`src/design/ex_mux_pkg.sv`:
```
package ex_mux_pkg;

    // where a register operand is taken from
    // the hazard unit picks one per operand
    typedef enum logic [2:0] {
        // value read from the register file in decode
        fwd_id_ex        = 3'd0,
        // alu result of the instruction in mem
        fwd_ex_mem       = 3'd1,
        // write-back data of the instruction in wb
        fwd_mem_wb       = 3'd2,
        // u immediate of the instruction in mem (lui)
        fwd_u_imm_ex_mem = 3'd3,
        // u immediate of the instruction in wb
        fwd_u_imm_mem_wb = 3'd4,
        // slt-style flag results, zero-extended
        fwd_br_en_ex_mem = 3'd5,
        fwd_br_en_mem_wb = 3'd6
    } fwd_sel_t;

    // first alu operand
    typedef enum logic [1:0] {
        mux1_rs1  = 2'd0,
        // auipc, jal
        mux1_pc   = 2'd1,
        // lui
        mux1_zero = 2'd2
    } alumux1_sel_t;

    // second alu operand
    typedef enum logic [2:0] {
        // decoded immediate, format already chosen by decode
        mux2_imm  = 3'd0,
        mux2_rs2  = 3'd1,
        mux2_four = 3'd2
    } alumux2_sel_t;

    // control flow class, drives branch resolution
    typedef enum logic [1:0] {
        flow_seq    = 2'd0,
        flow_branch = 2'd1,
        flow_jal    = 2'd2,
        flow_jalr   = 2'd3
    } flow_kind_t;

endpackage : ex_mux_pkg

```
`src/design/rv32i_types_pkg.sv`:
```
package rv32i_types_pkg;

    // alu operation select, set by decode
    typedef enum logic [3:0] {
        alu_add    = 4'h0,
        alu_sub    = 4'h1,
        alu_sll    = 4'h2,
        alu_slt    = 4'h3,
        alu_sltu   = 4'h4,
        alu_xor    = 4'h5,
        alu_srl    = 4'h6,
        alu_sra    = 4'h7,
        alu_or     = 4'h8,
        alu_and    = 4'h9,
        // result is operand b, used by lui
        alu_pass_b = 4'ha
    } alu_op_t;

    // branch compare, same encoding as the branch funct3 field
    typedef enum logic [2:0] {
        beq  = 3'b000,
        bne  = 3'b001,
        blt  = 3'b100,
        bge  = 3'b101,
        bltu = 3'b110,
        bgeu = 3'b111
    } cmp_op_t;

    // architectural register number, x0 to x31
    typedef logic [4:0] reg_idx_t;

endpackage : rv32i_types_pkg

```
`src/design/alu.sv`:
```
`timescale 1ns/1ps

module alu #(
    parameter int XLEN = 32
) (
    input  rv32i_types_pkg::alu_op_t alu_op_i,
    input  logic [XLEN-1:0]          a_i,
    input  logic [XLEN-1:0]          b_i,
    output logic [XLEN-1:0]          f_o
);
    import rv32i_types_pkg::*;

    logic [4:0] shamt;

    // rv32i shifts use only the low five bits
    assign shamt = b_i[4:0];

    always_comb begin
        case (alu_op_i)
            alu_add:    f_o = a_i + b_i;
            alu_sub:    f_o = a_i - b_i;
            alu_sll:    f_o = a_i << shamt;
            alu_slt:    f_o = {{(XLEN-1){1'b0}}, $signed(a_i) < $signed(b_i)};
            alu_sltu:   f_o = {{(XLEN-1){1'b0}}, a_i < b_i};
            alu_xor:    f_o = a_i ^ b_i;
            alu_srl:    f_o = a_i >> shamt;
            alu_sra:    f_o = $unsigned($signed(a_i) >>> shamt);
            alu_or:     f_o = a_i | b_i;
            alu_and:    f_o = a_i & b_i;
            alu_pass_b: f_o = b_i;
            default:    f_o = '0;
        endcase
    end

endmodule : alu

```
`src/design/branch_cmp.sv`:
```
`timescale 1ns/1ps

module branch_cmp #(
    parameter int XLEN = 32
) (
    input  rv32i_types_pkg::cmp_op_t cmp_op_i,
    input  logic [XLEN-1:0]          a_i,
    input  logic [XLEN-1:0]          b_i,
    output logic                     br_en_o
);
    import rv32i_types_pkg::*;

    logic eq;
    logic lt_s;
    logic lt_u;

    assign eq   = (a_i == b_i);
    assign lt_s = ($signed(a_i) < $signed(b_i));
    assign lt_u = (a_i < b_i);

    always_comb begin
        case (cmp_op_i)
            beq:     br_en_o = eq;
            bne:     br_en_o = !eq;
            blt:     br_en_o = lt_s;
            bge:     br_en_o = !lt_s;
            bltu:    br_en_o = lt_u;
            bgeu:    br_en_o = !lt_u;
            default: br_en_o = 1'b0;
        endcase
    end

endmodule : branch_cmp

```
`src/design/branch_resolve.sv`:
```
`timescale 1ns/1ps

module branch_resolve #(
    parameter int XLEN = 32
) (
    input  logic                   valid_i,
    input  ex_mux_pkg::flow_kind_t flow_kind_i,
    input  logic                   pred_taken_i,
    input  logic                   br_en_i,
    input  logic [XLEN-1:0]        pc_i,
    input  logic [XLEN-1:0]        alu_out_i,
    output logic [XLEN-1:0]        rd_data_o,
    output logic                   taken_o,
    output logic                   redirect_o,
    output logic [XLEN-1:0]        redirect_pc_o
);
    import ex_mux_pkg::*;

    logic [XLEN-1:0] pc_plus4;
    logic [XLEN-1:0] target;
    logic            is_jump;

    assign pc_plus4 = pc_i + XLEN'(4);
    assign is_jump  = (flow_kind_i == flow_jal) || (flow_kind_i == flow_jalr);

    always_comb begin
        case (flow_kind_i)
            flow_branch: taken_o = br_en_i;
            flow_jal:    taken_o = 1'b1;
            flow_jalr:   taken_o = 1'b1;
            default:     taken_o = 1'b0;
        endcase
    end

    // jalr target has its low bit forced to zero
    always_comb begin
        target = alu_out_i;
        if (flow_kind_i == flow_jalr) begin
            target[0] = 1'b0;
        end
    end

    // fetch guessed wrong, either direction
    assign redirect_o = valid_i && (taken_o != pred_taken_i);

    // not taken means fall through to the next instruction
    assign redirect_pc_o = taken_o ? target : pc_plus4;

    // jumps write the link address
    assign rd_data_o = is_jump ? pc_plus4 : alu_out_i;

endmodule : branch_resolve

```
`src/design/ex_stage.sv`:
```
`timescale 1ns/1ps

module ex_stage #(
    parameter int XLEN = 32
) (
    input  logic                         clk,
    input  logic                         arst_n_i,
    input  logic                         valid_i,
    input  logic                         stall_i,
    input  logic [XLEN-1:0]              pc_i,
    input  logic [XLEN-1:0]              rs1_data_i,
    input  logic [XLEN-1:0]              rs2_data_i,
    input  logic [XLEN-1:0]              imm_i,
    input  logic [XLEN-1:0]              u_imm_i,
    input  rv32i_types_pkg::reg_idx_t    rs1_i,
    input  rv32i_types_pkg::reg_idx_t    rs2_i,
    input  rv32i_types_pkg::reg_idx_t    rd_i,
    input  rv32i_types_pkg::alu_op_t     alu_op_i,
    input  rv32i_types_pkg::cmp_op_t     cmp_op_i,
    input  ex_mux_pkg::alumux1_sel_t     alumux1_sel_i,
    input  ex_mux_pkg::alumux2_sel_t     alumux2_sel_i,
    input  ex_mux_pkg::flow_kind_t       flow_kind_i,
    input  logic                         load_regfile_i,
    input  logic                         mem_read_i,
    input  logic                         mem_write_i,
    input  logic                         pred_taken_i,
    input  ex_mux_pkg::fwd_sel_t         fwd_a_i,
    input  ex_mux_pkg::fwd_sel_t         fwd_b_i,
    input  logic [XLEN-1:0]              mem_alu_out_i,
    input  logic [XLEN-1:0]              mem_u_imm_i,
    input  logic                         mem_br_en_i,
    input  logic [XLEN-1:0]              wb_data_i,
    input  logic [XLEN-1:0]              wb_u_imm_i,
    input  logic                         wb_br_en_i,
    output logic                         ex_valid_o,
    output logic [XLEN-1:0]              alu_out_o,
    output logic [XLEN-1:0]              rd_data_o,
    output logic [XLEN-1:0]              store_data_o,
    output rv32i_types_pkg::reg_idx_t    rd_o,
    output logic                         load_regfile_o,
    output logic                         mem_read_o,
    output logic                         mem_write_o,
    output logic                         br_en_o,
    output logic                         redirect_o,
    output logic [XLEN-1:0]              redirect_pc_o
);
    import rv32i_types_pkg::*;
    import ex_mux_pkg::*;

    // decoded instruction as held in ID/EX
    typedef struct packed {
        logic [XLEN-1:0] pc;
        logic [XLEN-1:0] rs1_data;
        logic [XLEN-1:0] rs2_data;
        logic [XLEN-1:0] imm;
        logic [XLEN-1:0] u_imm;
        reg_idx_t        rs1;
        reg_idx_t        rs2;
        reg_idx_t        rd;
        alu_op_t         alu_op;
        cmp_op_t         cmp_op;
        alumux1_sel_t    alumux1_sel;
        alumux2_sel_t    alumux2_sel;
        flow_kind_t      flow_kind;
        logic            load_regfile;
        logic            mem_read;
        logic            mem_write;
        logic            pred_taken;
        fwd_sel_t        fwd_a;
        fwd_sel_t        fwd_b;
    } id_ex_t;

    // execute results as held in EX/MEM
    typedef struct packed {
        logic [XLEN-1:0] alu_out;
        logic [XLEN-1:0] rd_data;
        logic [XLEN-1:0] store_data;
        logic [XLEN-1:0] redirect_pc;
        reg_idx_t        rd;
        logic            br_en;
        logic            load_regfile;
        logic            mem_read;
        logic            mem_write;
        logic            redirect;
    } ex_mem_t;

    id_ex_t          id_ex_d;
    id_ex_t          id_ex_q;
    logic            id_ex_valid;
    ex_mem_t         ex_mem_d;
    ex_mem_t         ex_mem_q;
    logic            ex_fire;
    logic [XLEN-1:0] rs1_rf;
    logic [XLEN-1:0] rs2_rf;
    logic [XLEN-1:0] imm_sel;
    logic [XLEN-1:0] rs1_fwd;
    logic [XLEN-1:0] rs2_fwd;
    logic [XLEN-1:0] opa;
    logic [XLEN-1:0] opb;
    logic [XLEN-1:0] alu_out;
    logic [XLEN-1:0] rd_data;
    logic [XLEN-1:0] redirect_pc;
    logic            br_en;
    logic            redirect;

    always_comb begin
        id_ex_d.pc           = pc_i;
        id_ex_d.rs1_data     = rs1_data_i;
        id_ex_d.rs2_data     = rs2_data_i;
        id_ex_d.imm          = imm_i;
        id_ex_d.u_imm        = u_imm_i;
        id_ex_d.rs1          = rs1_i;
        id_ex_d.rs2          = rs2_i;
        id_ex_d.rd           = rd_i;
        id_ex_d.alu_op       = alu_op_i;
        id_ex_d.cmp_op       = cmp_op_i;
        id_ex_d.alumux1_sel  = alumux1_sel_i;
        id_ex_d.alumux2_sel  = alumux2_sel_i;
        id_ex_d.flow_kind    = flow_kind_i;
        id_ex_d.load_regfile = load_regfile_i;
        id_ex_d.mem_read     = mem_read_i;
        id_ex_d.mem_write    = mem_write_i;
        id_ex_d.pred_taken   = pred_taken_i;
        id_ex_d.fwd_a        = fwd_a_i;
        id_ex_d.fwd_b        = fwd_b_i;
    end

    // stall freezes the instruction sitting in EX
    pipe_reg #(
        .PAYLOAD_T(id_ex_t)
    ) u_id_ex (
        .clk      (clk),
        .arst_n_i (arst_n_i),
        .hold_i   (stall_i),
        .bubble_i (1'b0),
        .valid_i  (valid_i),
        .data_i   (id_ex_d),
        .valid_o  (id_ex_valid),
        .data_o   (id_ex_q)
    );

    // instruction leaves EX this cycle
    assign ex_fire = id_ex_valid && !stall_i;

    // x0 always reads as zero
    assign rs1_rf = (id_ex_q.rs1 == '0) ? '0 : id_ex_q.rs1_data;
    assign rs2_rf = (id_ex_q.rs2 == '0) ? '0 : id_ex_q.rs2_data;

    // lui takes the u immediate straight through
    assign imm_sel = (id_ex_q.alu_op == alu_pass_b) ? id_ex_q.u_imm : id_ex_q.imm;

    operand_forward #(
        .XLEN(XLEN)
    ) u_operand_forward (
        .fwd_a_i       (id_ex_q.fwd_a),
        .fwd_b_i       (id_ex_q.fwd_b),
        .rs1_data_i    (rs1_rf),
        .rs2_data_i    (rs2_rf),
        .pc_i          (id_ex_q.pc),
        .imm_i         (imm_sel),
        .mem_alu_out_i (mem_alu_out_i),
        .mem_u_imm_i   (mem_u_imm_i),
        .wb_data_i     (wb_data_i),
        .wb_u_imm_i    (wb_u_imm_i),
        .mem_br_en_i   (mem_br_en_i),
        .wb_br_en_i    (wb_br_en_i),
        .alumux1_sel_i (id_ex_q.alumux1_sel),
        .alumux2_sel_i (id_ex_q.alumux2_sel),
        .rs1_fwd_o     (rs1_fwd),
        .rs2_fwd_o     (rs2_fwd),
        .opa_o         (opa),
        .opb_o         (opb)
    );

    alu #(
        .XLEN(XLEN)
    ) u_alu (
        .alu_op_i (id_ex_q.alu_op),
        .a_i      (opa),
        .b_i      (opb),
        .f_o      (alu_out)
    );

    branch_cmp #(
        .XLEN(XLEN)
    ) u_branch_cmp (
        .cmp_op_i (id_ex_q.cmp_op),
        .a_i      (rs1_fwd),
        .b_i      (rs2_fwd),
        .br_en_o  (br_en)
    );

    branch_resolve #(
        .XLEN(XLEN)
    ) u_branch_resolve (
        .valid_i       (ex_fire),
        .flow_kind_i   (id_ex_q.flow_kind),
        .pred_taken_i  (id_ex_q.pred_taken),
        .br_en_i       (br_en),
        .pc_i          (id_ex_q.pc),
        .alu_out_i     (alu_out),
        .rd_data_o     (rd_data),
        .taken_o       (),
        .redirect_o    (redirect),
        .redirect_pc_o (redirect_pc)
    );

    // controls gated here so a bubble carries them low
    always_comb begin
        ex_mem_d.alu_out      = alu_out;
        ex_mem_d.rd_data      = rd_data;
        ex_mem_d.store_data   = rs2_fwd;
        ex_mem_d.redirect_pc  = redirect_pc;
        ex_mem_d.rd           = id_ex_q.rd;
        ex_mem_d.br_en        = br_en;
        ex_mem_d.load_regfile = id_ex_q.load_regfile && ex_fire;
        ex_mem_d.mem_read     = id_ex_q.mem_read && ex_fire;
        ex_mem_d.mem_write    = id_ex_q.mem_write && ex_fire;
        ex_mem_d.redirect     = redirect;
    end

    pipe_reg #(
        .PAYLOAD_T(ex_mem_t)
    ) u_ex_mem (
        .clk      (clk),
        .arst_n_i (arst_n_i),
        .hold_i   (1'b0),
        .bubble_i (stall_i),
        .valid_i  (id_ex_valid),
        .data_i   (ex_mem_d),
        .valid_o  (ex_valid_o),
        .data_o   (ex_mem_q)
    );

    assign alu_out_o      = ex_mem_q.alu_out;
    assign rd_data_o      = ex_mem_q.rd_data;
    assign store_data_o   = ex_mem_q.store_data;
    assign redirect_pc_o  = ex_mem_q.redirect_pc;
    assign rd_o           = ex_mem_q.rd;
    assign br_en_o        = ex_mem_q.br_en;
    assign load_regfile_o = ex_mem_q.load_regfile;
    assign mem_read_o     = ex_mem_q.mem_read;
    assign mem_write_o    = ex_mem_q.mem_write;
    assign redirect_o     = ex_mem_q.redirect;

endmodule : ex_stage

```
`src/design/operand_forward.sv`:
```
`timescale 1ns/1ps

module operand_forward #(
    parameter int XLEN = 32
) (
    input  ex_mux_pkg::fwd_sel_t     fwd_a_i,
    input  ex_mux_pkg::fwd_sel_t     fwd_b_i,
    input  logic [XLEN-1:0]          rs1_data_i,
    input  logic [XLEN-1:0]          rs2_data_i,
    input  logic [XLEN-1:0]          pc_i,
    input  logic [XLEN-1:0]          imm_i,
    input  logic [XLEN-1:0]          mem_alu_out_i,
    input  logic [XLEN-1:0]          mem_u_imm_i,
    input  logic [XLEN-1:0]          wb_data_i,
    input  logic [XLEN-1:0]          wb_u_imm_i,
    input  logic                     mem_br_en_i,
    input  logic                     wb_br_en_i,
    input  ex_mux_pkg::alumux1_sel_t alumux1_sel_i,
    input  ex_mux_pkg::alumux2_sel_t alumux2_sel_i,
    output logic [XLEN-1:0]          rs1_fwd_o,
    output logic [XLEN-1:0]          rs2_fwd_o,
    output logic [XLEN-1:0]          opa_o,
    output logic [XLEN-1:0]          opb_o
);
    import ex_mux_pkg::*;

    // same seven-way choice for both register operands
    function automatic logic [XLEN-1:0] fwd_pick(fwd_sel_t sel, logic [XLEN-1:0] rf_val);
        logic [XLEN-1:0] val;
        case (sel)
            fwd_id_ex:        val = rf_val;
            fwd_ex_mem:       val = mem_alu_out_i;
            fwd_mem_wb:       val = wb_data_i;
            fwd_u_imm_ex_mem: val = mem_u_imm_i;
            fwd_u_imm_mem_wb: val = wb_u_imm_i;
            fwd_br_en_ex_mem: val = {{(XLEN-1){1'b0}}, mem_br_en_i};
            fwd_br_en_mem_wb: val = {{(XLEN-1){1'b0}}, wb_br_en_i};
            default:          val = rf_val;
        endcase
        return val;
    endfunction

    always_comb begin
        rs1_fwd_o = fwd_pick(fwd_a_i, rs1_data_i);
        rs2_fwd_o = fwd_pick(fwd_b_i, rs2_data_i);
    end

    always_comb begin
        case (alumux1_sel_i)
            mux1_pc:   opa_o = pc_i;
            mux1_zero: opa_o = '0;
            default:   opa_o = rs1_fwd_o;
        endcase
        case (alumux2_sel_i)
            mux2_rs2:  opb_o = rs2_fwd_o;
            // return address for jal/jalr style sums
            mux2_four: opb_o = XLEN'(4);
            default:   opb_o = imm_i;
        endcase
    end

endmodule : operand_forward

```
`src/design/pipe_reg.sv`:
```
`timescale 1ns/1ps

module pipe_reg #(
    parameter type PAYLOAD_T = logic
) (
    input  logic     clk,
    input  logic     arst_n_i,
    input  logic     hold_i,
    input  logic     bubble_i,
    input  logic     valid_i,
    input  PAYLOAD_T data_i,
    output logic     valid_o,
    output PAYLOAD_T data_o
);

    always_ff @(posedge clk or negedge arst_n_i) begin
        if (!arst_n_i) begin
            valid_o <= 1'b0;
            data_o  <= '0;
        end else if (!hold_i) begin
            // a bubble still takes the payload, only valid drops
            valid_o <= valid_i && !bubble_i;
            data_o  <= data_i;
        end
    end

endmodule : pipe_reg

```
`config.mk`:
```
export PLATFORM = sky130hd
export DESIGN_NAME = ex_stage
export DESIGN_NICKNAME = d
export VERILOG_FILES = /design/src/design/ex_mux_pkg.sv /design/src/design/rv32i_types_pkg.sv /design/src/design/alu.sv /design/src/design/branch_cmp.sv /design/src/design/branch_resolve.sv /design/src/design/ex_stage.sv /design/src/design/operand_forward.sv /design/src/design/pipe_reg.sv
export SDC_FILE = /design/constraint.sdc
export NUM_CORES = 1
export LEC_CHECK = 0
export ABC_AREA = 1
export BUFFER_PORTS_ARGS = -buffer_cell sky130_fd_sc_hd__buf_2
export CAP_MARGIN = 25
export CORE_UTILIZATION = 25
export DETAILED_ROUTE_END_ITERATION = 16
export PLACE_DENSITY = 0.39
export SLEW_MARGIN = 5
export SYNTH_ARGS = -nofsm -noshare
export SYNTH_HDL_FRONTEND = slang
export SYNTH_HIERARCHICAL = 1
export SYNTH_SLANG_ARGS = --single-unit
```
`constraint.sdc`:
```
create_clock -name clk -period 8.94 [get_ports clk]
set_input_delay 0.447 -clock clk [delete_from_list [all_inputs] [get_ports clk]]
set_output_delay 0.447 -clock clk [all_outputs]
set_load 0.03 [all_outputs]
```
# Word-level counts from Yosys, hierarchy flattened
# Cells that the tools add are included.
[op_classes] addsub=3 magnitude_cmp=4 n_eq_ne=36 shift=3 n_mux=13 bitwise=3 reduce_logical=15
[op_table] operator="$pmux W32 S6" n=2
[op_table] operator="$pmux W32 S11" n=1
[op_table] operator="$mux W32" n=5
[op_table] operator="$lt A32 B32 Y1" n=4
[op_table] operator="$pmux W32 S2" n=2
[op_table] operator="$add A32 B3 Y32 const B" n=1
[op_table] operator="$add A32 B32 Y32" n=1
[op_table] operator="$and A32 B32 Y32" n=1
[op_table] operator="$eq A32 B32 Y1" n=1
[op_table] operator="$or A32 B32 Y32" n=1
[op_table] operator="$shl A32 B5 Y32" n=1
[op_table] operator="$shr A32 B5 Y32" n=1
[op_table] operator="$sshr A32 B5 Y32" n=1
[op_table] operator="$sub A32 B32 Y32" n=1
[op_table] operator="$xor A32 B32 Y32" n=1
[op_table] operator="$eq A3 B3 Y1 const B" n=10
[op_table] operator="$eq A4 B3 Y1 const B" n=4
[op_table] operator="$eq A3 B2 Y1 const B" n=5
[op_table] operator="$eq A3 B1 Y1 const B" n=4
[op_table] operator="$eq A4 B4 Y1 const B" n=3
[op_table] operator="$logic_not A5 Y1" n=2
[op_table] operator="$eq A4 B2 Y1 const B" n=2
[op_table] operator="$eq A2 B2 Y1 const B" n=3
[op_table] operator="$pmux W1 S6" n=1
[op_table] operator="other kinds (11)" n=19
[totals] regBits=339 in_bits=333 output_inout_bits=139 elab_cells=108

# Depth between registers and ports, before layout
# Gate-level depths: netlist of run 1.
[logic_depth] depth_word=9 depth_mapped=33 ltp_nobuf=29

# Modules after synthesis
# Netlist of run 1, hierarchy kept.
[by_module_without_submodules] module="alu" n_inst=1 cells_each=2123 area_per_inst_um2=10354.9
[by_module_without_submodules] module="pipe_reg at u_id_ex" n_inst=1 cells_each=846 area_per_inst_um2=7488.4
[by_module_without_submodules] module="pipe_reg at u_ex_mem" n_inst=1 cells_each=589 area_per_inst_um2=5330.1
[by_module_without_submodules] module="operand_forward" n_inst=1 cells_each=839 area_per_inst_um2=3504.6
[by_module_without_submodules] module="branch_resolve" n_inst=1 cells_each=368 area_per_inst_um2=1699.1
[by_module_without_submodules] module="ex_stage" n_inst=1 cells_each=261 area_per_inst_um2=1077.3
[by_module_without_submodules] module="branch_cmp" n_inst=1 cells_each=169 area_per_inst_um2=988.4

# Least setup slack after synthesis of run 1
# Ideal clock, no wire load.
[synth_timing] path_kind="reg2reg" startpoint="reg u_id_ex/data_o[20] (netlist name)" endpoint="reg u_ex_mem/data_o[105] (netlist name)" setup_time_ps=116 t_arrival_ps=3459 t_required_ps=8824 path_slack_ps=5365 path_stages_with_launch=31 n_path_buf=5 cell_sequence="dfrtp_1 -> nor2_4 -> nand2_2 -> buf_6 -> nand2_1 -> nand2_1 -> or2_2 -> nand2_1 -> inv_1 -> buf_2 -> inv_2 -> buf_4 -> buf_2 -> ha_1 -> buf_4 -> nor2_1 -> nand2_1 -> nand2_1 -> nand2_1 -> nand2_1 -> nand2_1 -> nand2_1 -> nand2_1 -> nand2_1 -> nand2_1 -> nand3_1 -> nand3_1 -> nand2_1 -> nand2_1 -> nand2_1 -> nand2_1"
[synth_rtl] element="start: declaration" line_no="pipe_reg.sv:13" source="output PAYLOAD_T data_o"
[synth_rtl] element="start signal: assignment" line_no="pipe_reg.sv:23" source="data_o <= data_i;"
[synth_rtl] element="end signal: assignment" line_no="pipe_reg.sv:23"
[synth_rtl] element="end: declaration" line_no="pipe_reg.sv:13"

==> metrics.cfg, run 1 <==
[grt]
grt-ovfl-total = 0
antenna_found_initial = 8
grtUsageTotal_pct = 26.5
grt_max_degree = 141
grt_pass1_vias = 33700
grt_pass1_wl_um = 238000

[placement]
dp_cells = 7066
gp_congestion = 0.971
dp_hpwl_um = 133000
post_dp_cell_area_sq_um = 33800
port_buffers = 471

[sta]
fin_worst_skew_ps = 71.0
slew_headroom_pct = 33.9
fmax_mhz = 173
finalHoldViolations = 0
finalCritPeriodShare_pct = 64.7
rsz0062_at_grt = false
tightest_slew_ps = 987
fin_setup_tns_ps = 0
min_period_ps = 5780
finalSetupViolations = 0
slew_violations = 0

[logic_synthesis]
synth_top_area_share_pct = 31.5
async_reset_ff_share_pct = 100
ys_seq_area_share_pct = 27.9
yosysWarnings = 6
synth_area_leaders = nand2_1 (31%), dfrtp_1 (28%), nand3_1 (9.3%)
syn_area_sq_um = 30400
synth_area_leader_cell = nand2_1
synth.avg_cell_area_sq_um = 5.86
synth_edf_count = 0
synth-seq-cells = 339
synthDistinctLibCells = 56
ys.flop_type = dfrtp_1
synthCells = 5195

[clock_network]
cts_tree = yes
clk_latency_ps = 660
hold_buffers = 83
htreeDepth = 2
clk_path_buf_depth = 3
cts_inserted_buffers = 45
ctsRootBufferMaster = clkbuf_16
cts_resized = 0
post_cts_buffers = 0
clock-sinks = 339
cts.clk_slew.worst_paths_ps = 60

[final_layout]
fin_cells = 7236
drive_above_1_share_pct = 12.6
seqCellArea_sq_um = 8480
nets = 6054
n_fill_cell = 13900
postLayoutCellArea_sq_um = 36100
multi_input_area_sq_um = 18600
area_growth_pct = 18.7

[routing]
drc_errors = 0
drt_first_pass_iters = 6
vias_per_cell = 4.85
drtIter0Drc = 3393
wire_per_inst_um = 22.9
ant_nets = 0
vias = 35100
wl_um = 166000

[critical_path]
crit_type = flip-flop to flip-flop
arrival_ps = 6290
crit_fanout = 42
cp-end-kind = flip-flop
cp_data_required_time_ps = 9450
cp-start-kind = flip-flop

[floorplanning]
ios = 472
start_util_pct = 25.3
core-area_sq_um = 120000
dieHeight_um = 351
die-area_sq_um = 123000
die_w_um = 351
rows = 127

[worst_hold_path]
hold_class = input pin to flip-flop

[status]
status = completed

[power]
power_uw = 7660
p_per_area_nw_per_um2 = 212
irDropWorstVdd_mv = 0.131
p_leak_uw = 0.0205

[run]
maxCapViolCount = 0

path summary, 6_finish.rpt:
check                                   start                    to  slack [ps]  cells past startpoint
min                                  pc_i[23]   u_id_ex/data_o[190]          30                      3
max in group asynchronous            arst_n_i  u_ex_mem/data_o[120]        7050                      3
max reg2reg                 u_id_ex/data_o[0]    u_ex_mem/data_o[0]        3160                     25
min reg2reg                u_id_ex/data_o[27]    u_ex_mem/data_o[8]         470                      2
max                         u_id_ex/data_o[0]    u_ex_mem/data_o[0]        3160                     25
min in group asynchronous            arst_n_i   u_id_ex/data_o[162]         460                      2
where the power goes:
part           internal, uW  switching (uW)
clock network          1120             790
registers              1760             208
logic                   969            2820
total                  3850            3810
flip-flops by register name, summed over array words and instances (netlist names):
signal and cells:
u_id_ex/data_o 199, u_ex_mem/data_o 138, u_ex_mem/valid_o 1, u_id_ex/valid_o 1
routing by layer:
metal / GRT usage (%) / part of all wire [%] / up-vias / wire length [um]
met5: 0 / 0.021 / - / 34
met4: 9.21 / 3.6 / 6 / 5970
met3: 2.86 / 5.4 / 209 / 8950
met2: 42.0 / 45 / 1206 / 74100
met1: 37.2 / 46 / 16700 / 76800
li1: - / - / 17000 / -
logic make-up (layout without fill, tap and decap cells):
| family | count (synthesis) | after routing | synth area share, % |
|---|---|---|---|
| other | 1 | 5 | 0.0123 |
| adder cells (fa/ha/maj) | 136 | 136 | 5.64 |
| buffers and inverters | 751 | 1176 | 11.1 |
| flip-flops | 339 | 339 | 27.9 |
| XOR/XNOR | 17 | 17 | 0.563 |
| AND/OR/NAND/NOR | 3603 | 3603 | 48.5 |
| AO/OA/AOI/OAI | 348 | 348 | 6.37 |
through the flow:
stage	hold WS [ps]	util (%)	setup WS, ps
after floorplan	151	-	5360
after global placement	458	28.0	3310
after detailed placement	461	28.1	3250
after CTS	0.00222	30.0	3230
after global routing	30.5	30.1	2580
final	32.8	30.1	3160
Yosys cell counts (16+ instances only):
cell and instances:
inv_2 20, buf_4 45, o211ai_1 16, o22ai_1 40, a21oi_1 80, o21ai_0 149, nor3_1 31, nor2_2 17
clkbuf_1 32, ha_1 134, nand2_1 2554, dfrtp_1 339, nor2_1 308, o21ai_1 27, buf_6 21, inv_1 470
nand2_2 35, nand3_1 568, buf_2 144, nand4_1 41
area by class of cell:
cell class,instances,area share [%]
clock buffer,68,3.80
clock inverter,15,0.485
timing repair buffer,599,9.89
sequential,339,23.5
inverter,494,5.18
antenna,3,0.0208
tap,1612,5.58
multi-input combinational,4106,51.6
layout by cell type, fill, tap and decap left out, drive strengths merged, types with 68 or more instances in the layout:
cell type	netlist	routed
nor2	340	340
buf	223	516
nand2	2591	2591
ha	134	134
clkbuf	34	68
inv	493	492
a21oi	83	83
o21ai	181	181
dlygate4sd3	0	83
nand3	571	571
dfrtp	339	339
worst max-delay path: stages, from the launching register on:
cell and delay (ps):
dfrtp_1 520, nor2_4 700, o21a_1 680, buf_4 320, nand2_1 80, nand2_1 100
inv_1 50, ha_1 280, nand2_1 50, inv_1 80, nand3_1 80, nor3_2 170
and2b_1 200, nand2_1 60, nand2_1 50, nand2_1 50, inv_1 50, nand2_1 60
nor2_2 80, nand3_1 260, a21oi_4 700, inv_2 520, o21ai_0 300, a21oi_1 60
nand2_1 90, nand2_1 40
No activity file was read; power rests on OpenSTA's default activity.
==> run 2: changes to the inputs <==
--- a/config.mk
+++ b/config.mk
@@ -10,7 +10,7 @@
 export CAP_MARGIN = 25
 export CORE_UTILIZATION = 25
 export DETAILED_ROUTE_END_ITERATION = 16
-export PLACE_DENSITY = 0.39
+export PLACE_DENSITY = 0.4
 export SLEW_MARGIN = 5
 export SYNTH_ARGS = -nofsm -noshare
 export SYNTH_HDL_FRONTEND = slang
==> constraint.sdc (replaced) <==
create_clock -name clk -period 5.2 [get_ports clk]
set_input_delay 0.26 -clock clk [delete_from_list [all_inputs] [get_ports clk]]
set_output_delay 0.26 -clock clk [all_outputs]
set_load 0.03 [all_outputs]
==> run 2 against run 1 <==
Compared with the run above: cell count up 3.2%; largest cell class unchanged; die area unchanged; register-to-register slack worse by 2800 ps.
==> metrics.cfg, run 2 (synthesized netlist as in run 1, its figures left out) <==
[worst_hold_path]
worstHoldPathCells = 3
holdCritStartpoint = fwd_a_i[2]
hold_class = input pin to flip-flop

[final_layout]
postLayoutCellArea_sq_um = 38300
top_register = u_id_ex/data_o
drive_above_1_share_pct = 14.0
largest_register_ffs = 199
area_growth_pct = 25.9
mostFrequentLayoutCell = nand2_1
post-route-util_pct = 31.9
layout_common_cells = nand2_1 (2,553), nand3_1 (568), buf_2 (469)
reg_top3 = u_id_ex/data_o x199, u_ex_mem/data_o x138
nets = 6286

[routing]
vias_per_cell = 4.84
wl_met1_um = 79500
drtIter0Drc = 3486
wire_per_inst_um = 23.2
top_layer = met4
wl_um = 173000
drc_errors = 0
route.met3.wl_um = 8850
vias = 36100
wl_met2_um = 78800
ant_nets = 0
drt_first_pass_iters = 6

[critical_path]
startpoint = u_id_ex/data_o[0]
crit_type = flip-flop to flip-flop
cp-end-kind = flip-flop
r2r_cells = 24
cp_data_required_time_ps = 5710
arrival_ps = 5390
cp-start-kind = flip-flop
reg2reg_from = u_id_ex/data_o[0]
crit_fanout = 25

[grt]
grt_pass1_wl_um = 247000
grt_pass1_vias = 34800
grt_max_degree = 141
grtUsageTotal_pct = 27.7
antenna_found_initial = 3
grt-ovfl-total = 0

[clock_network]
cts.clk_slew.worst_paths_ps = 60
hold_buffers = 200
clk_path_buf_depth = 3
ctsRootBufferMaster = clkbuf_16
post_cts_buffers = 0
cts_inserted_buffers = 44
cts_tree = yes
cts_resized = 0
clk_latency_ps = 640
htreeDepth = 2
clock-sinks = 339

[floorplanning]
rows = 127
dieHeight_um = 351
die_w_um = 351
ios = 472
start_util_pct = 25.3
core-area_sq_um = 120000
die-area_sq_um = 123000

[power]
p_per_area_nw_per_um2 = 362
irDropWorstVdd_mv = 0.233
power_uw = 13900
p_leak_uw = 0.0216

[sta]
slew_headroom_pct = 25.0
slew_violations = 0
fmax_mhz = 205
fin_setup_tns_ps = 0
finalCritPeriodShare_pct = 93.7
min_period_ps = 4870
finalHoldViolations = 0
finalSetupViolations = 0
tightest_slew_ps = 1120
rsz0062_at_grt = false
fin_worst_skew_ps = 24.0

[run]
maxCapViolCount = 0

[placement]
post_dp_cell_area_sq_um = 34700
gp_congestion = 0.997
dp_hpwl_um = 139000
port_buffers = 471

[status]
status = completed

-- run 2: final cells by class --
class                      count  area, sq um
sequential                   339         8480
fill                       13800        81900
antenna                        2         5.00
clock buffer                  64         1310
multi-input combinational   4106        18600
inverter                     494         1870
tap                         1612         2020
timing repair buffer         832         5750
clock inverter                16          305
-- run 2: worst paths after layout --
kind                       slack, ps                    to
hold reg to reg                  470    u_ex_mem/data_o[7]
hold / removal                    50     u_id_ex/data_o[5]
setup / recovery                 330  u_ex_mem/data_o[103]
min in group asynchronous        200    u_id_ex/data_o[35]
max in group asynchronous       3610    u_id_ex/data_o[84]
setup reg to reg                 330  u_ex_mem/data_o[103]
-- run 2: stage by stage --
| stage | hold slack, ps | instances | setup WS [ps] |
|---|---|---|---|
| 3_3_place_gp | 311 | 7181 | 434 |
| 4_1_cts | 41.4 | 7463 | 400 |
| 2_1_floorplan | -35.6 | 5196 | 1620 |
| 6_report | 48.3 | 7465 | 327 |
| 5_1_grt | 30.6 | 7463 | 61.5 |
| 3_5_place_dp | 317 | 7183 | 427 |
-- run 2: routing by layer --
layer,up-vias,GRT usage (%)
met2,1303,44.7
met4,0,8.88
met1,17200,38.7
li1,17400,-
met3,209,2.48
met5,-,0
-- run 2: worst max-delay path, cell delays in order, from the launching register on --
cell and delay, ps:
dfrtp_1 510, nor2_4 310, buf_4 350, nand3_1 140, o21ai_0 140, nor2_1 130, nand2_1 220, nand2_1 80
nand2_1 170, inv_1 100, ha_1 640, inv_1 260, a21oi_1 250, nor2_1 60, nor2_1 120, nand2_1 70
a21oi_1 290, nand3_1 130, nand3_1 110, nand3_1 160, buf_4 220, nand2_1 60, nand2_1 80, nand2_1 80
nand2_1 50
-- run 2: where the power goes --
part           leakage [uW]  total, uW  switching (uW)  internal [uW]
Combinational        0.0166       7040            5060           1980
Clock              0.000789       3450            1350           2100
Sequential          0.00423       3390             367           3020
